File: config.mk
export PLATFORM = sky130hd
export DESIGN_NAME = gb_bus_top
export DESIGN_NICKNAME = d
export VERILOG_FILES = /design/src/verilog/gb_pkg.sv /design/src/verilog/gb_memmap.sv /design/src/verilog/gb_iomap.sv /design/src/verilog/gb_timer.sv /design/src/verilog/gb_hram.sv /design/src/verilog/gb_mbc.sv /design/src/verilog/gb_bus_top.sv
export SDC_FILE = /design/constraint.sdc
export NUM_CORES = 1
export LEC_CHECK = 0
export ABC_AREA = 1
export BUFFER_PORTS_ARGS = -buffer_cell sky130_fd_sc_hd__buf_2
export CAP_MARGIN = 10
export CORE_MARGIN = 2
export CORE_UTILIZATION = 65
export DETAILED_ROUTE_END_ITERATION = 16
export PLACE_DENSITY_LB_ADDON = 0.1
export SLEW_MARGIN = 20
export SYNTH_ARGS = -nofsm -noshare
export SYNTH_HDL_FRONTEND = slang
export SYNTH_SLANG_ARGS = --single-unit
File: constraint.sdc
create_clock -name gbclk -period 3.14 [get_ports gbclk]
set_input_delay 0.157 -clock gbclk [delete_from_list [all_inputs] [get_ports gbclk]]
set_output_delay 0.157 -clock gbclk [all_outputs]
set_load 0.05 [all_outputs]
File: src/verilog/gb_pkg.sv
`default_nettype none

package gb_pkg;

	// ~~~~~~~~~~~~~~~~~~~~~~~~~~~~~~~~~~~~~~~~~~~~~~~~~~~~~~~~~~~
	// cpu address map
	// ~~~~~~~~~~~~~~~~~~~~~~~~~~~~~~~~~~~~~~~~~~~~~~~~~~~~~~~~~~~

	localparam logic [15:0] rom_end      = 16'h7fff;
	localparam logic [15:0] vid_base     = 16'h8000;
	localparam logic [15:0] cram_base    = 16'ha000;
	localparam logic [15:0] wram_base    = 16'hc000;
	// echo of work ram ends here
	localparam logic [15:0] echo_end     = 16'hfdff;
	localparam logic [15:0] oam_base     = 16'hfe00;
	localparam logic [15:0] oam_end      = 16'hfe9f;
	localparam logic [15:0] io_page_base = 16'hff00;
	localparam logic [15:0] hram_base    = 16'hff80;

	localparam int hram_depth = 127;

	// timer registers, low byte of the i/o address
	localparam logic [7:0] reg_div  = 8'h04;
	localparam logic [7:0] reg_tima = 8'h05;
	localparam logic [7:0] reg_tma  = 8'h06;
	localparam logic [7:0] reg_tac  = 8'h07;

	localparam logic [7:0] ram_enable_key = 8'h0a;

	// ~~~~~~~~~~~~~~~~~~~~~~~~~~~~~~~~~~~~~~~~~~~~~~~~~~~~~~~~~~~
	// types
	// ~~~~~~~~~~~~~~~~~~~~~~~~~~~~~~~~~~~~~~~~~~~~~~~~~~~~~~~~~~~

	typedef enum logic [2:0] {
		tgt_none,
		tgt_timer,
		tgt_hram,
		tgt_ext,
		tgt_vid
	} bus_target_e;

	// tac[1:0] picks the divider tap
	typedef enum logic [1:0] {
		rate_bit9 = 2'd0,
		rate_bit3 = 2'd1,
		rate_bit5 = 2'd2,
		rate_bit7 = 2'd3
	} tim_rate_e;

	typedef enum logic {
		rom_banking = 1'b0,
		ram_banking = 1'b1
	} mbc_mode_e;

endpackage

`default_nettype wire

File: src/verilog/gb_memmap.sv
`default_nettype none

module gb_memmap (
	input  logic [15:0] adr,
	output logic        sel_rom,
	output logic        sel_vid,
	output logic        sel_cram,
	output logic        sel_wram,
	output logic        sel_io
);
	import gb_pkg::*;

	logic in_vram;
	logic in_oam;

	// cartridge rom fills the lower half
	assign sel_rom = adr <= rom_end;

	// vram and oam both go out on the video bus
	assign in_vram = (adr >= vid_base) && (adr < cram_base);
	assign in_oam  = (adr >= oam_base) && (adr <= oam_end);
	assign sel_vid = in_vram || in_oam;

	assign sel_cram = (adr >= cram_base) && (adr < wram_base);

	// includes the echo area up to 0xfdff
	assign sel_wram = (adr >= wram_base) && (adr <= echo_end);

	// 0xfea0..0xfeff selects nothing
	assign sel_io = adr >= io_page_base;

endmodule

`default_nettype wire

File: src/verilog/gb_iomap.sv
`default_nettype none

module gb_iomap (
	input  logic [7:0] adr,
	input  logic       io_sel,
	output logic       sel_tim,
	output logic       sel_hram
);
	import gb_pkg::*;

	logic [7:0] hram_ofs;

	// div, tima, tma and tac sit next to each other
	assign sel_tim = io_sel && (adr >= reg_div) && (adr <= reg_tac);

	// high ram stops one byte short of the page end, 0xffff stays unmapped
	assign hram_ofs = adr - hram_base[7:0];
	assign sel_hram = io_sel && (adr >= hram_base[7:0]) && (hram_ofs < 8'(hram_depth));

endmodule

`default_nettype wire

File: src/verilog/gb_timer.sv
`default_nettype none

module gb_timer (
	input  logic       gbclk,
	input  logic       reset,
	input  logic [1:0] adr,
	input  logic [7:0] wdata,
	input  logic       read,
	input  logic       write,
	output logic [7:0] rdata,
	output logic       irq
);
	import gb_pkg::*;

	logic [15:0] div;
	logic [7:0]  tima;
	logic [7:0]  tma;
	logic [2:0]  tac;
	tim_rate_e   rate;
	logic        tap;
	logic        tap_en;
	logic        tap_q;
	logic        tick;
	logic        wr_div;
	logic        wr_tima;
	logic        wr_tma;
	logic        wr_tac;

	assign wr_div  = write && (adr == reg_div[1:0]);
	assign wr_tima = write && (adr == reg_tima[1:0]);
	assign wr_tma  = write && (adr == reg_tma[1:0]);
	assign wr_tac  = write && (adr == reg_tac[1:0]);

	assign rate = tim_rate_e'(tac[1:0]);

	always_comb begin
		case (rate)
			rate_bit9: tap = div[9];
			rate_bit3: tap = div[3];
			rate_bit5: tap = div[5];
			rate_bit7: tap = div[7];
			default:   tap = div[9];
		endcase
	end

	// tima counts on the falling edge of the gated tap
	assign tap_en = tac[2] && tap;
	assign tick   = tap_q && !tap_en;

	always_ff @(posedge gbclk) begin
		if (reset) begin
			div   <= '0;
			tima  <= '0;
			tma   <= '0;
			tac   <= '0;
			tap_q <= 1'b0;
			irq   <= 1'b0;
		end else begin
			irq <= 1'b0;
			if (wr_div)
				div <= '0;
			else
				div <= div + 16'd1;
			// restart edge detect so a div or tac write gives no extra tick
			if (wr_div || wr_tac)
				tap_q <= 1'b0;
			else
				tap_q <= tap_en;
			if (wr_tima) begin
				tima <= wdata;
			end else if (tick) begin
				if (tima == 8'hff) begin
					tima <= tma;
					irq  <= 1'b1;
				end else begin
					tima <= tima + 8'd1;
				end
			end
			if (wr_tma)
				tma <= wdata;
			if (wr_tac)
				tac <= wdata[2:0];
		end
	end

	// ~~~~~~~~~~~~~~~~~~~~~~~~~~~~~~~~~~~~~~~~~~~~~~~~~~~~~~~~~~~
	// register read port
	// ~~~~~~~~~~~~~~~~~~~~~~~~~~~~~~~~~~~~~~~~~~~~~~~~~~~~~~~~~~~

	always_ff @(posedge gbclk) begin
		if (read) begin
			case (adr)
				reg_div[1:0]:  rdata <= div[15:8];
				reg_tima[1:0]: rdata <= tima;
				reg_tma[1:0]:  rdata <= tma;
				default:       rdata <= {5'b11111, tac};
			endcase
		end
	end

	a_rd_wr_excl: assert property (@(posedge gbclk) disable iff (reset) !(read && write));

endmodule

`default_nettype wire

File: src/verilog/gb_hram.sv
`default_nettype none

module gb_hram (
	input  logic       gbclk,
	input  logic [6:0] adr,
	input  logic [7:0] wdata,
	input  logic       read,
	input  logic       write,
	output logic [7:0] rdata
);
	import gb_pkg::*;

	logic [7:0] mem [hram_depth];

	always_ff @(posedge gbclk) begin
		if (write)
			mem[adr] <= wdata;
	end

	// read data lands at the read edge
	always_ff @(posedge gbclk) begin
		if (read)
			rdata <= mem[adr];
	end

endmodule

`default_nettype wire

File: src/verilog/gb_mbc.sv
`default_nettype none

module gb_mbc (
	input  logic        gbclk,
	input  logic        reset,
	input  logic [15:0] adr,
	input  logic [7:0]  wdata,
	input  logic        write,
	input  logic        sel_rom,
	input  logic        sel_cram,
	output logic [20:0] ext_adr,
	output logic        cs_crom,
	output logic        cs_cram
);
	import gb_pkg::*;

	logic      ram_en;
	logic [4:0] rom_bank;
	logic [1:0] upper_bank;
	mbc_mode_e  mode;
	logic [1:0] low_bank;

	// ~~~~~~~~~~~~~~~~~~~~~~~~~~~~~~~~~~~~~~~~~~~~~~~~~~~~~~~~~~~
	// bank registers, written through the rom space
	// ~~~~~~~~~~~~~~~~~~~~~~~~~~~~~~~~~~~~~~~~~~~~~~~~~~~~~~~~~~~

	always_ff @(posedge gbclk) begin
		if (reset) begin
			ram_en     <= 1'b0;
			rom_bank   <= 5'd1;
			upper_bank <= 2'd0;
			mode       <= rom_banking;
		end else if (write && sel_rom) begin
			case (adr[14:13])
				2'd0: ram_en <= wdata == ram_enable_key;
				// bank 0 is not reachable in the switchable window
				2'd1: rom_bank <= (wdata[4:0] == 5'd0) ? 5'd1 : wdata[4:0];
				2'd2: upper_bank <= wdata[1:0];
				default: mode <= mbc_mode_e'(wdata[0]);
			endcase
		end
	end

	// upper bits only reach the fixed window and cram in ram banking mode
	assign low_bank = (mode == ram_banking) ? upper_bank : 2'd0;

	always_comb begin
		if (sel_rom && !adr[14])
			ext_adr = {low_bank, 5'd0, adr[13:0]};
		else if (sel_rom)
			ext_adr = {upper_bank, rom_bank, adr[13:0]};
		else if (sel_cram)
			ext_adr = {6'd0, low_bank, adr[12:0]};
		else
			ext_adr = '0;
	end

	assign cs_crom = sel_rom;
	assign cs_cram = sel_cram && ram_en;

endmodule

`default_nettype wire

File: src/verilog/gb_bus_top.sv
`default_nettype none

module gb_bus_top (
	input  logic        gbclk,
	input  logic        reset,
	input  logic [15:0] adr,
	input  logic [7:0]  wdata,
	input  logic        read,
	input  logic        write,
	input  logic [7:0]  ext_rdata,
	input  logic [7:0]  vid_rdata,
	output logic [7:0]  rdata,
	output logic        irq_timer,
	output logic [20:0] ext_adr,
	output logic        ext_read,
	output logic        ext_write,
	output logic        cs_ram,
	output logic        cs_crom,
	output logic        cs_cram,
	output logic        vid_read,
	output logic        vid_write
);
	import gb_pkg::*;

	logic        access;
	logic        sel_rom;
	logic        sel_vid;
	logic        sel_cram;
	logic        sel_wram;
	logic        sel_io;
	logic        sel_tim;
	logic        sel_hram;
	logic        ext_sel;
	logic [20:0] mbc_adr;
	logic [7:0]  tim_rdata;
	logic [7:0]  hram_rdata;
	logic [7:0]  ext_q;
	logic [7:0]  vid_q;
	bus_target_e target;
	bus_target_e rd_target;

	// selects stay low on idle cycles
	assign access = read || write;

	gb_memmap u_memmap (
		.adr      (adr),
		.sel_rom  (sel_rom),
		.sel_vid  (sel_vid),
		.sel_cram (sel_cram),
		.sel_wram (sel_wram),
		.sel_io   (sel_io)
	);

	gb_iomap u_iomap (
		.adr      (adr[7:0]),
		.io_sel   (sel_io),
		.sel_tim  (sel_tim),
		.sel_hram (sel_hram)
	);

	gb_timer u_timer (
		.gbclk (gbclk),
		.reset (reset),
		.adr   (adr[1:0]),
		.wdata (wdata),
		.read  (read && sel_tim),
		.write (write && sel_tim),
		.rdata (tim_rdata),
		.irq   (irq_timer)
	);

	gb_hram u_hram (
		.gbclk (gbclk),
		.adr   (adr[6:0]),
		.wdata (wdata),
		.read  (read && sel_hram),
		.write (write && sel_hram),
		.rdata (hram_rdata)
	);

	gb_mbc u_mbc (
		.gbclk    (gbclk),
		.reset    (reset),
		.adr      (adr),
		.wdata    (wdata),
		.write    (write),
		.sel_rom  (sel_rom && access),
		.sel_cram (sel_cram && access),
		.ext_adr  (mbc_adr),
		.cs_crom  (cs_crom),
		.cs_cram  (cs_cram)
	);

	// ~~~~~~~~~~~~~~~~~~~~~~~~~~~~~~~~~~~~~~~~~~~~~~~~~~~~~~~~~~~
	// external and video strobes
	// ~~~~~~~~~~~~~~~~~~~~~~~~~~~~~~~~~~~~~~~~~~~~~~~~~~~~~~~~~~~

	assign cs_ram  = sel_wram && access;
	assign ext_sel = cs_crom || cs_cram || cs_ram;

	// echo area folds onto work ram by dropping bit 13
	assign ext_adr = cs_ram ? {5'd0, adr[15:14], 1'b0, adr[12:0]} : mbc_adr;

	assign ext_read  = read && ext_sel;
	// rom writes only program the mbc
	assign ext_write = write && ext_sel && !cs_crom;

	assign vid_read  = read && sel_vid;
	assign vid_write = write && sel_vid;

	// ~~~~~~~~~~~~~~~~~~~~~~~~~~~~~~~~~~~~~~~~~~~~~~~~~~~~~~~~~~~
	// registered read path
	// ~~~~~~~~~~~~~~~~~~~~~~~~~~~~~~~~~~~~~~~~~~~~~~~~~~~~~~~~~~~

	always_comb begin
		if (sel_tim)
			target = tgt_timer;
		else if (sel_hram)
			target = tgt_hram;
		else if (ext_sel)
			target = tgt_ext;
		else if (sel_vid)
			target = tgt_vid;
		else
			target = tgt_none;
	end

	always_ff @(posedge gbclk) begin
		if (reset)
			rd_target <= tgt_none;
		else if (read)
			rd_target <= target;
	end

	always_ff @(posedge gbclk) begin
		if (ext_read)
			ext_q <= ext_rdata;
		if (vid_read)
			vid_q <= vid_rdata;
	end

	always_comb begin
		case (rd_target)
			tgt_timer: rdata = tim_rdata;
			tgt_hram:  rdata = hram_rdata;
			tgt_ext:   rdata = ext_q;
			tgt_vid:   rdata = vid_q;
			default:   rdata = 8'hff;
		endcase
	end

	a_cpu_rd_wr: assert property (@(posedge gbclk) disable iff (reset) !(read && write));

endmodule

`default_nettype wire

### Yosys cells after proc, flatten, opt, wreduce, memory -nomap -nowiden

Memory sizes are Yosys's and may differ from the RTL's. A register that Yosys moved wholly into a read port is not among the register bits.
Cells that the tools add are included.

| cells by class | value |
|---|---|
| add/subtract/negate cells | 3 |
| order comparisons | 14 |
| eq/ne operators | 14 |
| multiplexer cells | 19 |
| bitwise logic cells | 2 |
| reduce and logical (&&, ||, !) cells | 50 |

Operator list:

| operator | number |
|---|---|
| >= comparator 16 bit (second input constant) | 5 |
| 2-to-1 mux 21 bit | 3 |
| less-or-equal comparator 16 bit (second input constant) | 2 |
| less-than comparator 16 bit (second input constant) | 2 |
| case mux 8 bit (4 select lines) | 1 |
| logical AND 1 bit | 29 |
| 2-to-1 mux 8 bit | 3 |
| case mux 8 bit (3 select lines) | 1 |
| adder 16 x 1 -> 16 bit (second input constant) | 1 |
| less-or-equal comparator 16 x 15 -> 1 bit (second input constant) | 1 |
| 2-to-1 mux 15 bit | 1 |
| 2-to-1 mux 3 bit | 4 |
| == test 2 bit (second input constant) | 5 |
| adder 8 x 1 -> 8 bit (second input constant) | 1 |
| == test 8 x 4 -> 1 bit (second input constant) | 1 |
| == test 8 bit (second input constant) | 1 |
| >= comparator 8 x 3 -> 1 bit (second input constant) | 1 |
| >= comparator 8 bit (second input constant) | 1 |
| less-or-equal comparator 8 x 3 -> 1 bit (second input constant) | 1 |
| less-than comparator 8 x 7 -> 1 bit (second input constant) | 1 |
| AND reduction 2 bit | 4 |
| subtractor 8 bit (second input constant) | 1 |
| == test 2 x 1 -> 1 bit (second input constant) | 3 |
| == test 3 x 2 -> 1 bit (second input constant) | 2 |
| 14 further kinds | 27 |

| word-level totals | value |
|---|---|
| register bits | 73 |
| memory bits (writable) | 1016 |
| input bits | 44 |
| output and inout port bits | 37 |
| word-level logic and storage cells | 117 |
| memories kept | 1 |

Memories:

| name | words | bits a word | read ports | clocked after memory_dff | write ports | RTL line | RTL |
|---|---|---|---|---|---|---|---|
| u_hram.mem | 127 | 8 | 1 | 1 | 1 | gb_hram.sv:13 | `logic [7:0] mem [hram_depth];` |

### Longest topological paths before layout

| logic depth | value |
|---|---|
| depth after elaboration | 9 |
| mapped depth | 16 |
| mapped depth without buffers | 13 |

### Modules after synthesis

Synthesis repeated with hierarchy kept, for this count alone.

| unflattened totals | value |
|---|---|
| cells, all modules | 5035 |
| area, all modules | 48183.7 um^2 |

By module, submodules not included:

| module | times used | cells each | area an instance (um^2) | seq. area each (um^2) |
|---|---|---|---|---|
| gb_hram | 1 | 4367 | 43724.4 | 30749.5 |
| gb_timer | 1 | 311 | 2293.4 | 980.9 |
| gb_bus_top | 1 | 204 | 1342.5 | 540.5 |
| gb_mbc | 1 | 121 | 686.9 | 180.2 |
| gb_memmap | 1 | 19 | 82.6 | 0.0 |
| gb_iomap | 1 | 13 | 53.8 | 0.0 |

### Worst setup path before layout

OpenSTA, ideal clock, no wires.

| path | value |
|---|---|
| path kind | input -> output |
| from | in adr[14] |
| to | out ext_adr[10] |
| data arrival time | 1.876 ns |
| data required time | 2.983 ns |
| setup slack | 1.107 ns |
| stages | 8 |
| buffers on the path | 2 |
| cells stage by stage | buf_4 nand2_1 inv_1 nand3_1 inv_1 nor3_1 buf_2 nor2_1 |

| between the ends | value |
|---|---|
| elaborated cells between the ends (all ways) | 16 |
| classes of those cells | 5 x order compare; 4 x mux; 7 x reduce/logical |

RTL lines:

| element | RTL line | RTL |
|---|---|---|
| from (decl) | gb_bus_top.sv:6 | `input logic [15:0] adr,` |
| >= comparator 16 bit / less-or-equal comparator 16 bit (equally long branches) | gb_memmap.sv:27 | `assign sel_wram = (adr >= wram_base) && (adr <= echo_end);` |
| logical AND 1 bit (*) | gb_memmap.sv:27 |  |
| logical AND 1 bit (*) | gb_bus_top.sv:98 | `assign cs_ram = sel_wram && access;` |
| net cs_ram | gb_bus_top.sv:17 | `output logic cs_ram,` |
| 2-to-1 mux 21 bit (*) | gb_bus_top.sv:102 | `assign ext_adr = cs_ram ? {5'd0, adr[15:14], 1'b0, adr[12:0]} : mbc_adr;` |
| to (decl) | gb_bus_top.sv:14 | `output logic [20:0] ext_adr,` |

Mark *: on every way through the listed nets, which the timed path passes. The rest lies on a longest branch.

### Worst setup path in the final report

| path | value |
|---|---|
| from | in read |
| to | out ext_adr[4] |

| between the ends | value |
|---|---|
| cells in the longest elaborated chain, start to end | 6 |
| elaborated cells between the ends (all ways) | 9 |
| classes of those cells | 4 x mux; 5 x reduce/logical |

RTL lines:

| element | RTL line | RTL |
|---|---|---|
| from (decl) | gb_bus_top.sv:8 | `input logic read,` |
| logical OR 1 bit (*) | gb_bus_top.sv:43 | `assign access = read \|\| write;` |
| logical AND 1 bit | gb_bus_top.sv:88 | `.sel_cram (sel_cram && access),` |
| 2-to-1 mux 15 bit | gb_mbc.sv:52 | `else if (sel_cram)` |
| 2-to-1 mux 21 bit | gb_mbc.sv:50 | `else if (sel_rom)` |
| 2-to-1 mux 21 bit | gb_mbc.sv:48 | `if (sel_rom && !adr[14])` |
| 2-to-1 mux 21 bit (*) | gb_bus_top.sv:102 |  |

Mark *: on every way between the ends. The rest lies on a longest branch, timed or not.

==> out/metrics.cfg <==
[drt]
viasPerCell = 5.86
route.detailed.drc = 0
detail-route-antenna-nets = 0
drt_pass1_iterations = 6
post_drt_wl_per_cell_um = 22.2
vias = 32398
drt_wl_total_mm = 123
drtIter0Drc = 4223

[worst_setup_path]
cp_max_fo = 11
crit_required_ps = 2980
slowest_stage = dlygate4sd3_1
cp-end-kind = output pin
crit_arrival_ps = 2450
cp-start-kind = primary input
critPathKind = in -> out
cp_slowest_stage_delay_ps = 530
crit_chain = dlygate4sd3_1 -> buf_2 -> inv_1 -> nand2_1 -> nand2_1 -> inv_1 -> nor3_2 -> buf_4 -> nor2_1 -> buf_2

[logic_synthesis]
synth_nets = 4435
synth_mux_area_share_pct = 0
synth_top_family_by_area = simple AND/OR/NAND/NOR gates
ys_warn_count = 0
synth_xor_area_share_pct = 0.152
yosys.area_share.adder_pct = 0.0542
netlist_area_sq_mm = 0.0462
synth-simple-area-share_pct = 23.8
syn_area_per_cell_sq_um = 10.5
synth_seq_cells = 1097
ys_async_sr_fraction_pct = 0
syn_inst = 4389
ys_types = 44
yosysSeqAreaShare_pct = 70.3
synthFlopType = edfxtp_1
synth_edf_count = 1048
synth_compound_gate_area_share_pct = 1.94

[floorplan]
start_util_pct = 65.8
dieHeight_um = 271
design.core.area_sq_mm = 0.0701
dieArea_sq_mm = 0.0732
io_pins = 81
rows = 97
fp.dieW_um = 271

[global_routing]
globalRouteOverflowTotal = 0
antenna_found_initial = 2
grt_util_met1_pct = 47.1
grt_pass1_vias = 31113
grt_use_met3_pct = 6.66
use_met2_pct = 51.7
grt_most_used_layer = met2
grt_pass1_wl_mm = 185
grt_util_all_layers_pct = 33.5
grt_max_degree = 129

[layout]
multi_input_area_sq_mm = 0.0120
nFillCells = 4814
final_nets = 4549
n_antenna_cell = 0
drive_above_1_share_pct = 8.36
syn2layout_area_growth_pct = 11.6
seqCellArea_sq_mm = 0.0325

[cts]
cts_root_buf = clkbuf_16
numCtsBuffers = 108
clk_path_buf_depth = 3
htreeDepth = 3
cts_tree = done
cts_setup_buffers = 0
cts_sinks = 1097
worst_skew_pair.late_latency_ps = 670
clk_pin_slew_worst_paths_ps = 60

[power_and_ir_drop]
vdd_drop_max_mv = 0.506
pwr_density_cell_mw_per_mm2 = 596
p_leak_nw = 20.3

[timing]
setup_violations = 0
slew_violations = 0
fin_crit_sh_pct = 82.9
slew_headroom_pct = 30.1
rsz0062_at_grt = false
fin_skew_ps = 25.0
period_minus_slack_ps = 2600
hold_viol = 0
worstMarginPinSlew_ps = 1040
final.setup.tns_ps = 0
whs_ps = 43.5
fmax_mhz = 384

[placed_design]
port_buffers = 80
dp_hpwl_mm = 74.1
gp_congestion = 0.951

[worst_hold_path]
hp-class = in -> reg

[run]
maxCapViolations = 0

[status]
status = finished clean

-- critical path: cells and delay by family --
family	cells	cell delay (ps)
buffers and inverters	6	1530
and+or+nand+nor	4	730
-- timing repair --
| item | CTS | global route |
|---|---|---|
| hold endpoints to repair | 66 | 0 |
| hold buffers | 25 | 0 |
| gates resized for setup | 0 | 0 |
-- stage by stage --
stage	utilization, %	std cells	cell area [sq um]	worst slack [ps]	power, mW
finish	73.5	5531	51600	536	30.8
global route	73.5	5531	51600	444	31.5
CTS	73.5	5531	51600	606	30.7
detailed placement	68.2	5308	47900	475	18.3
global placement	68.2	5308	47900	550	18.3
floorplan	-	4389	46200	1110	17.5
-- registers in the layout, summed over array words and instances, names as in the netlist, 2 cells and up --
signal            flops
u_hram.mem         1016
u_timer.div          16
ext_q                 8
u_hram.rdata          8
u_timer.rdata         8
u_timer.tima          8
u_timer.tma           8
vid_q                 8
u_mbc.rom_bank        5
rd_target             3
u_timer.tac           3
u_mbc.upper_bank      2
-- path summary, 6_finish.rpt --
kind         slack (ps)  cells past startpoint             from         endpoint
max reg2reg        1240                      9  u_timer.tima[0]  u_timer.tima[5]
min                  40                      6           adr[8]     rd_target[2]
min reg2reg         440                      1   u_timer.div[0]   u_timer.div[0]
max                 540                     10             read       ext_adr[4]
-- Yosys cell counts, drive strengths merged (7+ instances only) --
cell,n,share of area (%)
nand2,2181,18
edfxtp,1048,68
dfxtp,49,2.1
nand4,66,0.91
clkbuf,40,0.33
nor2,231,2.0
nor3,17,0.21
o21ai,51,0.58
buf,172,2.1
a22oi,9,0.15
xor2,8,0.15
nor3b,7,0.11
inv,166,1.4
a21oi,82,0.89
nand3,234,2.6
-- power by group --
group / internal [mW] / switching (mW) / leakage [nW] / total (mW)
registers: 16.0 / 0.0125 / 9.82 / 16.0
clock network: 7.30 / 5.37 / 1.70 / 12.7
logic: 0.491 / 1.55 / 8.77 / 2.04
total: 23.8 / 6.93 / 20.3 / 30.8
-- cells by family (layout without fill, tap and decap cells) --
logic type | Yosys count | in the layout
AOI/OAI and AO/OA | 160 | 160
xor gates and xnor gates | 8 | 8
DFF | 1097 | 1097
and+or+nand+nor | 2743 | 2743
adders and majority gates | 2 | 2
buffers and inverters | 379 | 581
-- cells in the final DEF, fill, tap and decap left out, types with 48 or more instances in the layout --
cell,synthesis,layout
a21oi_1,82,82
buf_2,117,70
buf_4,29,93
clkbuf_16,0,111
dfxtp_1,49,49
edfxtp_1,1048,1048
inv_1,159,158
nand2_1,2169,2169
nand3_1,232,232
nand4_1,65,65
nor2_1,223,221
o21ai_0,48,48
-- routing by layer --
metal,wire length [um],share of wire [%]
met3,13500,11
met2,55600,45
met1,48000,39
met4,5510,4.5
met5,22,0.018
-- area by class of cell --
| type | count | share of cell area, % |
|---|---|---|
| clock buffers | 133 | 5.59 |
| flip-flops and latches | 1097 | 62.9 |
| clock inverters | 65 | 1.10 |
| inverters | 167 | 1.24 |
| well taps | 940 | 2.28 |
| multi-input cells | 2913 | 23.3 |
| repair buffers | 216 | 3.58 |
(Power assumes the default switching activity.)
